$ cat src/hw/ts_remap_pkg.sv
package ts_remap_pkg;

    typedef logic [32:0] ts_word_t;    // [32] start flag, [31:0] data
    typedef logic [12:0] pid_t;
    typedef logic [15:0] pid_seq_t;
    typedef logic [7:0]  sfp_t;        // ingress port number
    typedef logic [31:0] ip_addr_t;
    typedef logic [15:0] udp_port_t;   // zero means do not forward
    typedef logic [5:0]  word_idx_t;   // position inside an output packet

    localparam int TS_WORDS  = 47;
    localparam int HDR_WORDS = 4;
    localparam int OUT_WORDS = HDR_WORDS + TS_WORDS;
    localparam int CFG_BYTES = 14;

    // one route entry, 99 bits
    typedef struct packed {
        logic      valid;
        pid_t      pid;        // match pid
        pid_seq_t  seq;
        sfp_t      sfp;
        ip_addr_t  ip;
        udp_port_t port;
        pid_t      new_pid;    // written into packet word 0
    } route_entry_t;

    typedef enum logic [2:0] {
        st_idle,
        st_search,
        st_wait_credit,
        st_send,
        st_discard
    } remap_state_t;

endpackage

$ cat src/hw/route_cfg_parser.sv
`timescale 1ns/1ps

module route_cfg_parser #(
    parameter int TABLE_DEPTH = 16
) (
    input  logic                             clk,
    input  logic                             rst,
    input  logic [7:0]                       cfg_din,
    input  logic                             cfg_din_en,
    output logic                             wr_en,
    output logic [$clog2(TABLE_DEPTH)-1:0]   wr_index,
    output ts_remap_pkg::route_entry_t       wr_entry
);

    localparam int         IDX_W     = $clog2(TABLE_DEPTH);
    localparam logic [3:0] LAST_BYTE = 4'(ts_remap_pkg::CFG_BYTES - 1);

    logic [3:0]   byte_cnt;
    logic [103:0] msg_q;       // first 13 bytes, oldest on top
    logic [111:0] msg_full;    // whole message once the last byte arrives
    logic         last_byte;

    assign msg_full  = {msg_q, cfg_din};
    assign last_byte = cfg_din_en && (byte_cnt == LAST_BYTE);

    always_ff @(posedge clk)
    begin
        if (rst)
        begin
            byte_cnt <= '0;
            wr_en    <= 1'b0;
        end
        else
        begin
            wr_en <= last_byte;
            if (!cfg_din_en || last_byte)
                byte_cnt <= '0;    // gap drops a partial message
            else
                byte_cnt <= byte_cnt + 4'd1;
        end
    end

    always_ff @(posedge clk)
    begin
        if (cfg_din_en)
            msg_q <= {msg_q[95:0], cfg_din};
        if (last_byte)
        begin
            wr_index         <= msg_full[104 +: IDX_W];    // low bits of byte 0
            wr_entry.valid   <= 1'b1;
            wr_entry.pid     <= msg_full[100:88];
            wr_entry.seq     <= msg_full[87:72];
            wr_entry.sfp     <= msg_full[71:64];
            wr_entry.ip      <= msg_full[63:32];
            wr_entry.port    <= msg_full[31:16];
            wr_entry.new_pid <= msg_full[12:0];
        end
    end

endmodule

$ cat config.mk
export PLATFORM = sky130hd
export DESIGN_NAME = route_cfg_parser
export DESIGN_NICKNAME = d
export VERILOG_FILES = /design/src/hw/ts_remap_pkg.sv /design/src/hw/route_cfg_parser.sv
export SDC_FILE = /design/constraint.sdc
export NUM_CORES = 1
export LEC_CHECK = 0
export BUFFER_PORTS_ARGS = -buffer_cell sky130_fd_sc_hd__buf_2
export CAP_MARGIN = 5
export CORE_ASPECT_RATIO = 1.1
export CORE_MARGIN = 2
export CORE_UTILIZATION = 50
export CTS_CLUSTER_DIAMETER = 30
export DETAILED_ROUTE_END_ITERATION = 12
export GPL_ROUTABILITY_DRIVEN = 0
export PLACE_DENSITY = 0.7
export SLEW_MARGIN = 5
export SYNTH_ARGS = -nofsm -noshare
export SYNTH_HDL_FRONTEND = slang
export SYNTH_SLANG_ARGS = --single-unit
$ cat constraint.sdc
create_clock -name clk -period 8.7 [get_ports clk]
set_input_delay 0.435 -clock clk [delete_from_list [all_inputs] [get_ports clk]]
set_output_delay 0.435 -clock clk [all_outputs]
set_load 0.01 [all_outputs]
==> impl_metrics.py, run 1 <==
metrics = {
    "timing": {
        "worstMarginPinSlew_ns": 1.02,
        "final-hold-violation-count": 0,
        "skew_ns": 0.0109,
        "fin_crit_ns": 2.81,
        "fmax_ghz": 0.356,
        "fin_crit_sh": 0.323,
        "fin_hold_ws_ns": 0.121,
        "finalSetupViolations": 0,
        "drv_slew": 0,
        "rsz0062_at_grt": "no",
        "max_slew_margin": 0.318,
        "final.setup.worst_slack_ns": 5.89,
        "finalSetupTns_ns": 0,
    },
    "power_and_ir_drop": {
        "p_int_uw": 1900,
        "pwr-share-comb": 0.006,
        "ir_drop_v": 0.000176,
        "seq_power_share": 0.485,
        "power_leakage_uw": 0.00289,
        "power_switching_uw": 416,
        "netSwitchingFraction": 0.179,
        "power_density_nw_per_um2": 291,
        "clkPwrFrac": 0.509,
        "power_uw": 2320,
    },
    "placement": {
        "dpl.hpwl_um": 5050,
        "numPortBuffers": 113,
        "post-place-ws_ns": 5.66,
    },
    "worst_setup_path": {
        "cpPeakStageDelay_ns": 0.82,
        "critPathRequiredTime_ns": 8.82,
        "arrival_ns": 2.93,
        "reg2reg_depth": 4,
        "crit_slowest_cell": "nor2_4",
        "path_cells": "ha_1, nand3_1, nor2_4, buf_4",
        "endpoint_kind": "flip-flop",
        "r2r_slack_ns": 5.89,
        "crit_path_max_fanout": 66,
        "worstSetupPathType": "reg2reg",
        "startpoint_type": "flip-flop",
    },
    "detailed_routing": {
        "totalWireLength_um": 8810,
        "via_per_inst": 4.74,
        "drt-initial-drc-count": 114,
        "num_vias": 2556,
        "detail-route-antenna-nets": 0,
        "drc": 0,
        "wl_per_cell_um": 16.3,
        "drtPass1Iterations": 4,
    },
    "cells_and_area": {
        "drive_gt1_frac": 0.429,
        "nNetsFinal": 378,
        "syn_to_final_growth_pct": 28.9,
        "utilization": 0.662,
        "antenna_cells": 0,
    },
    "cts": {
        "holdBufCountCts": 0,
        "htree_num_levels": 1,
        "path_clk_slew_ns": 0.05,
        "cts_root_buffer": "clkbuf_16",
        "cts_resized": 0,
        "cts_buffer_depth": 3,
        "cts_tree": "done",
        "post_cts_buffers": 0,
        "clk-insertion-delay-late_ns": 0.50,
        "clock_sinks": 204,
        "cts-buffers-inserted": 28,
    },
    "global_route": {
        "track_usage": 0.133,
        "antenna_found_initial": 0,
        "grt_overflow": 0,
        "grt_pass1_wl_um": 13300,
        "grt_pass1_vias": 2659,
        "grt_max_degree": 74,
    },
    "yosys": {
        "ys_seq_area_frac": 0.982,
        "ys_top_cells_by_area": "edfxtp_1 (97%), dfxtp_1 (1.6%), ha_1 (0.40%)",
        "synthTopCellsByCount": "edfxtp_1 (199), dfxtp_1 (5), nor2_1 (4)",
        "synthArstFlopShare": 0,
        "synth.most_common_cell": "edfxtp_1",
        "avgSynthCellArea_um2": 28.0,
        "synth-seq-cells": 204,
        "synth_area_leader_cell": "edfxtp_1",
        "synth_edf_count": 199,
        "syn_inst": 221,
        "syn_nets": 234,
        "synth_warnings": 0,
        "yosysUniqueCellTypes": 13,
        "synthFlopType": "edfxtp_1",
        "synthesis.area_um2": 6180,
        "synth_top_area_share": 0.966,
    },
    "status": {
        "status": "complete, no violations",
    },
    "flow_run": {
        "drv_cap": 0,
    },
    "floorplanning": {
        "io_pins": 115,
        "rows": 42,
        "core_um2": 12000,
        "initial_core_util": 0.514,
        "die_h_um": 121,
        "dieArea_um2": 13300,
        "dieWidth_um": 110,
    },
    "min_path": {
        "hold_path.class": "in2reg",
        "holdPathStages": 1,
    },
}
## cells in the final DEF, fill, tap and decap left out
cell and n:
nand3_1 2, clkinvlp_4 3, nor2_1 3, buf_4 3, nor2_4 1, clkbuf_1 2, inv_6 3, conb_1 1
clkinv_1 1, dfxtp_1 5, nand3b_2 1, buf_2 112, ha_1 2, xor2_1 1, clkinv_4 2, inv_1 2
clkbuf_16 29, clkinv_2 3, xnor2_1 1, edfxtp_1 199, bufinv_16 6, inv_8 1, nor3_1 1, nor2_2 1
## layout make-up
| class | instances | area, um^2 |
|---|---|---|
| flip-flops and latches | 204 | 6080 |
| repair buffers | 115 | 583 |
| clock inverters | 19 | 277 |
| well taps | 154 | 193 |
| fillers | 796 | 4060 |
| multi-input cells | 14 | 101 |
| inverters | 2 | 7.51 |
| clock buffers | 31 | 733 |
## kinds of logic (layout without fill, tap and decap cells)
kind of cell             after synthesis  in the layout  share of synthesized area
XOR/XNOR                               2              2                    0.00283
adder cells (fa/ha/maj)                2              2                    0.00405
buffers and inverters                  3            167                    0.00243
flip-flops                           204            204                      0.982
other                                  1              1                   0.000606
AND/OR/NAND/NOR                        9              9                    0.00769
## power by group through the flow
stage	sequential, uW	combinational [uW]	clock (uW)
finish	1120	13.9	1180
global route	1130	15.6	1250
CTS	1120	14.4	1210
detailed placement	1140	14.4	0
global placement	1140	13.4	0
floorplan	1140	1.71	0
## per-layer routing
| layer | track usage | wire [um] | vias up |
|---|---|---|---|
| met5 | 0 | 0 | - |
| li1 | - | - | 1176 |
| met2 | 0.206 | 4350 | 103 |
| met3 | 0.0539 | 891 | 14 |
| met4 | 0.0546 | 114 | 0 |
| met1 | 0.167 | 3450 | 1263 |
## sequential cells by signal, indices dropped and copies added (netlist names)
register  count
wr_en         1
wr_entry     98
byte_cnt      4
wr_index      4
msg_q        97
## metrics by stage
stage / std cells / area, um^2
6_report: 539 / 7970
5_1_grt: 539 / 7970
4_1_cts: 539 / 7970
3_5_place_dp: 489 / 6960
3_3_place_gp: 489 / 6960
2_1_floorplan: 221 / 6180
## path summary, 6_finish.rpt
path	startpoint	endpoint
worst min-delay path	cfg_din[0]	wr_entry[0]
worst max register to register	byte_cnt[0]	wr_entry[14]
worst min register to register	msg_q[7]	msg_q[15]
worst max-delay path	byte_cnt[0]	wr_entry[14]
## critical path, delay by kind of cell, from the launching register on
family,cells,cell delay (ns)
AND/OR/NAND/NOR,2,1.01
buffers and inverters,1,0.79
adder cells (fa/ha/maj),1,0.18
flip-flops,1,0.39
No activity file was read; power rests on OpenSTA's default activity.
==> inputs of run 2 (changes only) <==
Settings changed: ABC_AREA set to 1.
Clock period 8.7 ns to 2.9 ns, I/O delays scaled along.
==> run 2 against run 1 <==
Compared with the run above: count of clock-buffer cells in the layout up 6; register-to-register slack worse by 4.6 ns; sequential share of layout area up 0.69 points; core utilization down 0.88 points; highest routed layer unchanged; largest power group is now sequential cells; critical path depth unchanged; hold slack better by 0.025 ns; non-clock buffer count up 10; cell count up 2.2%; synthesized cell count up 1.8%.
==> impl_metrics.py, run 2 <==
metrics = {
    "status": {
        "status": "complete, no violations",
    },
    "detailed_routing": {
        "highest_layer": "met4",
        "detail-route-antenna-nets": 0,
        "drt-met1-wl_um": 3580,
        "wl_met3_um": 993,
        "drc": 0,
        "num_vias": 2595,
        "via_per_inst": 4.71,
        "wl_met2_um": 4020,
        "wl_per_cell_um": 15.8,
        "totalWireLength_um": 8730,
        "drtPass1Iterations": 4,
        "drt-initial-drc-count": 152,
    },
    "cells_and_area": {
        "syn_to_final_growth_pct": 27.4,
        "layoutNonFillerInstCount": 551,
        "reg_top3": "wr_entry: 98 flops, msg_q: 97 flops",
        "final_cell_mix": "edfxtp_1 (199), buf_2 (112), clkbuf_16 (27), dlygate4sd3_1 (9), clkinv_2 (7)",
        "drive_gt1_frac": 0.406,
        "final_common_cell": "edfxtp_1",
        "antenna_cells": 0,
        "nNetsFinal": 391,
        "utilization": 0.654,
        "largest_reg_flops": 98,
        "regMostFlops": "wr_entry",
    },
    "timing": {
        "fmax_ghz": 0.621,
        "skew_ns": 0.0135,
        "fin_crit_ns": 1.61,
        "worstMarginPinSlew_ns": 0.768,
        "final.setup.worst_slack_ns": 1.29,
        "finalSetupTns_ns": 0,
        "final-hold-violation-count": 0,
        "fin_crit_sh": 0.555,
        "finalSetupViolations": 0,
        "rsz0062_at_grt": "no",
        "drv_slew": 0,
        "max_slew_margin": 0.488,
    },
    "placement": {
        "dpl.hpwl_um": 5030,
        "dp.cells": 494,
        "numPortBuffers": 113,
        "post-place-ws_ns": 1.18,
    },
    "yosys": {
        "ys_seq_area_frac": 0.980,
        "synth.most_common_cell": "edfxtp_1",
        "synth_compound_area_frac": 0,
        "synthArstFlopShare": 0,
        "yosysUniqueCellTypes": 15,
        "avgSynthCellArea_um2": 27.6,
        "syn_inst": 225,
        "synth-simple-area-share": 0.0113,
        "syn_nets": 238,
        "synthesis.area_um2": 6200,
        "ys_top_cells_by_area": "edfxtp_1 (96%), dfxtp_1 (1.6%), ha_1 (0.40%)",
        "synthTopCellsByCount": "edfxtp_1 (199), dfxtp_1 (5), nor2_1 (5), inv_1 (3)",
        "synth-xor-area-share": 0.00141,
        "synth_edf_count": 199,
        "synthFlopType": "edfxtp_1",
        "synth_area_leader_cell": "edfxtp_1",
        "synth-seq-cells": 204,
        "synth_fa_ha_area_frac": 0.00403,
        "synth_top_family_by_area": "simple AND/OR/NAND/NOR gates",
        "synth_top_area_share": 0.963,
        "synth_warnings": 0,
        "synthMuxAreaShare": 0,
    },
    "cts": {
        "path_clk_slew_ns": 0.05,
        "clk-insertion-delay-late_ns": 0.49,
        "cts_buffer_depth": 3,
        "cts_tree": "done",
        "holdBufCountCts": 9,
        "cts_root_buffer": "clkbuf_16",
        "post_cts_buffers": 0,
        "cts-buffers-inserted": 27,
        "clock_sinks": 204,
        "cts_resized": 0,
        "htree_num_levels": 1,
    },
    "global_route": {
        "grt_pass1_vias": 2630,
        "grt_max_degree": 73,
        "grt_pass1_wl_um": 13100,
        "antenna_found_initial": 0,
        "track_usage": 0.130,
        "grt_overflow": 0,
    },
    "power_and_ir_drop": {
        "power_leakage_uw": 0.00286,
        "power_density_nw_per_um2": 796,
        "power_uw": 6280,
        "ir_drop_v": 0.000596,
    },
    "min_path": {
        "hp-start": "cfg_din_en",
        "hold_path.class": "in2reg",
    },
    "worst_setup_path": {
        "crit_path_max_fanout": 30,
        "arrival_ns": 1.74,
        "endpoint_kind": "flip-flop",
        "critPathLaunch": "byte_cnt[0]",
        "rr_startpoint": "byte_cnt[0]",
        "startpoint_type": "flip-flop",
        "worstSetupPathType": "reg2reg",
        "critPathRequiredTime_ns": 3.03,
    },
    "floorplanning": {
        "dieWidth_um": 110,
        "dieArea_um2": 13300,
        "initial_core_util": 0.513,
        "rows": 42,
        "core_um2": 12100,
        "io_pins": 115,
        "die_h_um": 121,
    },
    "flow_run": {
        "drv_cap": 0,
    },
}
run 2: final cells by class:
class	count	area [um^2]
Inverter	3	11.3
Fill cell	812	4190
Clock inverter	11	57.6
Timing Repair Buffer	125	693
Tap cell	154	193
Sequential cell	204	6080
Multi-Input combinational cell	17	115
Clock buffer	37	753
run 2: power breakdown:
| group | internal, uW | total [uW] | switching [uW] |
|---|---|---|---|
| clock network | 1800 | 2860 | 1060 |
| logic | 15.7 | 50.5 | 34.8 |
| registers | 3340 | 3380 | 36.2 |
| total | 5150 | 6280 | 1130 |
run 2: kinds of logic after synthesis:
family	Yosys count
flip-flops	204
other	1
XOR/XNOR	1
AND/OR/NAND/NOR	13
adder cells (fa/ha/maj)	2
buffers and inverters	4
run 2: per-layer routing:
layer  track usage  up-vias
met4        0.0414        0
met5             0        -
li1              -     1208
met1         0.171     1254
met3        0.0609       14
met2         0.193      119
run 2: path summary, 6_finish.rpt:
check             slack [ns]  depth (start not counted)          end
setup reg to reg        1.29                          4  wr_entry[0]
hold reg to reg         0.42                          0  wr_index[0]
setup / recovery        1.29                          4  wr_entry[0]
hold / removal          0.15                          1     msg_q[9]
run 2: worst max-delay path, cell delays in order, from the launching register on:
cell,delay (ns)
dfxtp_1,0.39
ha_1,0.19
nand3_2,0.14
nor2_4,0.15
buf_4,0.39
run 2: per-stage QoR:
| step | hold slack, ns | area, um^2 |
|---|---|---|
| 2_1_floorplan | 0.216 | 6210 |
| 3_3_place_gp | 0.335 | 7000 |
| 3_5_place_dp | 0.337 | 7000 |
| 4_1_cts | 0.140 | 7900 |
| 5_1_grt | 0.160 | 7900 |
| 6_report | 0.147 | 7900 |
==> inputs of run 3 (changes only) <==
Settings changed: ABC_AREA 1 to 0.
Clock period 2.9 ns to 1.59 ns, I/O delays scaled along.
==> run 3 against run 2 <==
Compared with the run above: core utilization rose by 3.2 points; worst setup slack got worse by 1.2 ns; critical path type unchanged; cell count up 1.6%; sequential power increased by 82%; clock power grew 140%; non-clock buffer count up 2; register-to-register slack got worse by 1.2 ns; maximum frequency grew 7.5%.
==> impl_metrics.py, run 3 (synthesis results as in run 1) <==
metrics = {
    "detailed_routing": {
        "num_vias": 2662,
        "totalWireLength_um": 9030,
        "drt-initial-drc-count": 131,
        "drtPass1Iterations": 4,
        "detail-route-antenna-nets": 0,
        "via_per_inst": 4.75,
        "wl_per_cell_um": 16.1,
        "drc": 0,
    },
    "worst_setup_path": {
        "worstSetupPathType": "reg2reg",
        "critPathRequiredTime_ns": 1.72,
        "startpoint_type": "flip-flop",
        "endpoint_kind": "flip-flop",
        "arrival_ns": 1.63,
        "crit_path_max_fanout": 59,
        "r2r_slack_ns": 0.09,
    },
    "power_and_ir_drop": {
        "power_density_nw_per_um2": 1580,
        "seq_power_share": 0.473,
        "power_switching_uw": 2370,
        "clkPwrFrac": 0.519,
        "power_leakage_uw": 0.00301,
        "ir_drop_v": 0.00115,
        "power_uw": 13000,
        "pwr-share-comb": 0.008,
        "netSwitchingFraction": 0.182,
        "p_int_uw": 10700,
    },
    "flow_run": {
        "drv_cap": 0,
    },
    "floorplanning": {
        "dieArea_um2": 13300,
        "core_um2": 12000,
        "dieWidth_um": 110,
        "initial_core_util": 0.514,
        "die_h_um": 121,
        "io_pins": 115,
        "rows": 42,
    },
    "placement": {
        "dpl-instance-area_um2": 7040,
        "dp.cells": 491,
        "post-place-ws_ns": 0.109,
        "numPortBuffers": 113,
        "dpl.hpwl_um": 5160,
    },
    "cts": {
        "cts_root_buffer": "clkbuf_16",
        "cts-buffers-inserted": 34,
        "cts_tree": "done",
        "cts_buffer_depth": 3,
        "htree_num_levels": 2,
        "cts_resized": 0,
        "path_clk_slew_ns": 0.05,
        "clock_sinks": 204,
        "clk-insertion-delay-late_ns": 0.47,
    },
    "global_route": {
        "antenna_found_initial": 0,
        "grt_max_degree": 74,
        "grt_overflow": 0,
        "grt_pass1_wl_um": 13700,
        "grt_pass1_vias": 2763,
        "track_usage": 0.137,
    },
    "min_path": {
        "hold_path.class": "in2reg",
    },
    "status": {
        "status": "complete, no violations",
    },
    "cells_and_area": {
        "final_common_cell": "edfxtp_1",
        "final_cell_mix": "edfxtp_1 (199), buf_2 (112), clkbuf_16 (38), dlygate4sd3_1 (10), clkbuf_1 (5)",
        "largest_reg_flops": 98,
        "reg_top3": "wr_entry: 98 flops, msg_q: 97 flops",
        "drive_gt1_frac": 0.433,
        "antenna_cells": 0,
        "utilization": 0.685,
        "syn_to_final_growth_pct": 33.3,
        "layoutNonFillerInstCount": 560,
        "regMostFlops": "wr_entry",
        "fin_area_um2": 8240,
        "num-fill-cells": 765,
        "nNetsFinal": 396,
    },
    "timing": {
        "rsz0062_at_grt": "no",
        "fin_crit_sh": 0.942,
        "final-hold-violation-count": 0,
        "drv_slew": 0,
        "fin_crit_ns": 1.50,
        "finalSetupViolations": 0,
        "final.setup.worst_slack_ns": 0.0928,
        "fmax_ghz": 0.668,
        "skew_ns": 0.00958,
    },
}
run 3: metal layers:
layer / GRT usage / share of wire / up-vias
met4: 0.0609 / 0.017 / 0
met2: 0.208 / 0.48 / 125
met1: 0.164 / 0.39 / 1298
li1: - / - / 1220
met5: 0 / 0 / -
met3: 0.0679 / 0.11 / 19
run 3: final cells by class:
type | instances | area, um^2 | share of cell area
Multi-Input combinational cell | 14 | 126 | 0.0153
Tap cell | 154 | 193 | 0.0234
Clock inverter | 15 | 120 | 0.0146
Timing Repair Buffer | 127 | 736 | 0.0892
Clock buffer | 44 | 983 | 0.119
Inverter | 2 | 7.51 | 0.000911
Sequential cell | 204 | 6080 | 0.737
run 3: critical path, cell delays in order (launching register included):
cell and delay, ns:
dfxtp_2 0.38, ha_4 0.16, nand3_4 0.09, nor2_4 0.18, buf_12 0.29
run 3: worst paths after layout:
check,endpoint,depth (start not counted),startpoint
max reg2reg,wr_entry[77],4,byte_cnt[0]
max,wr_entry[77],4,byte_cnt[0]
min reg2reg,wr_entry[97],0,msg_q[92]
min,msg_q[27],2,cfg_din_en
run 3: metrics by stage:
step	hold WS (ns)	TNS, ns
2_1_floorplan	0.156	-97.06
3_3_place_gp	0.269	0
3_5_place_dp	0.272	0
4_1_cts	0.183	0
5_1_grt	0.189	0
6_report	0.182	0
run 3: what timing repair did:
| item | CTS | global route |
|---|---|---|
| hold buffers | 10 | 0 |
| setup buffers | 0 | 0 |
| endpoints found under the hold margin | 21 | 0 |
| endpoints found under the setup margin | 0 | 0 |
run 3: power groups by stage:
stage                     Sequential, uW  Combinational (uW)  Clock (uW)
after global placement              6240                83.9           0
after detailed placement            6260                89.9           0
final                               6160                 105        6760
after floorplan                     6230                13.1           0
after global routing                6170                 115        7190
after CTS                           6160                 107        6890
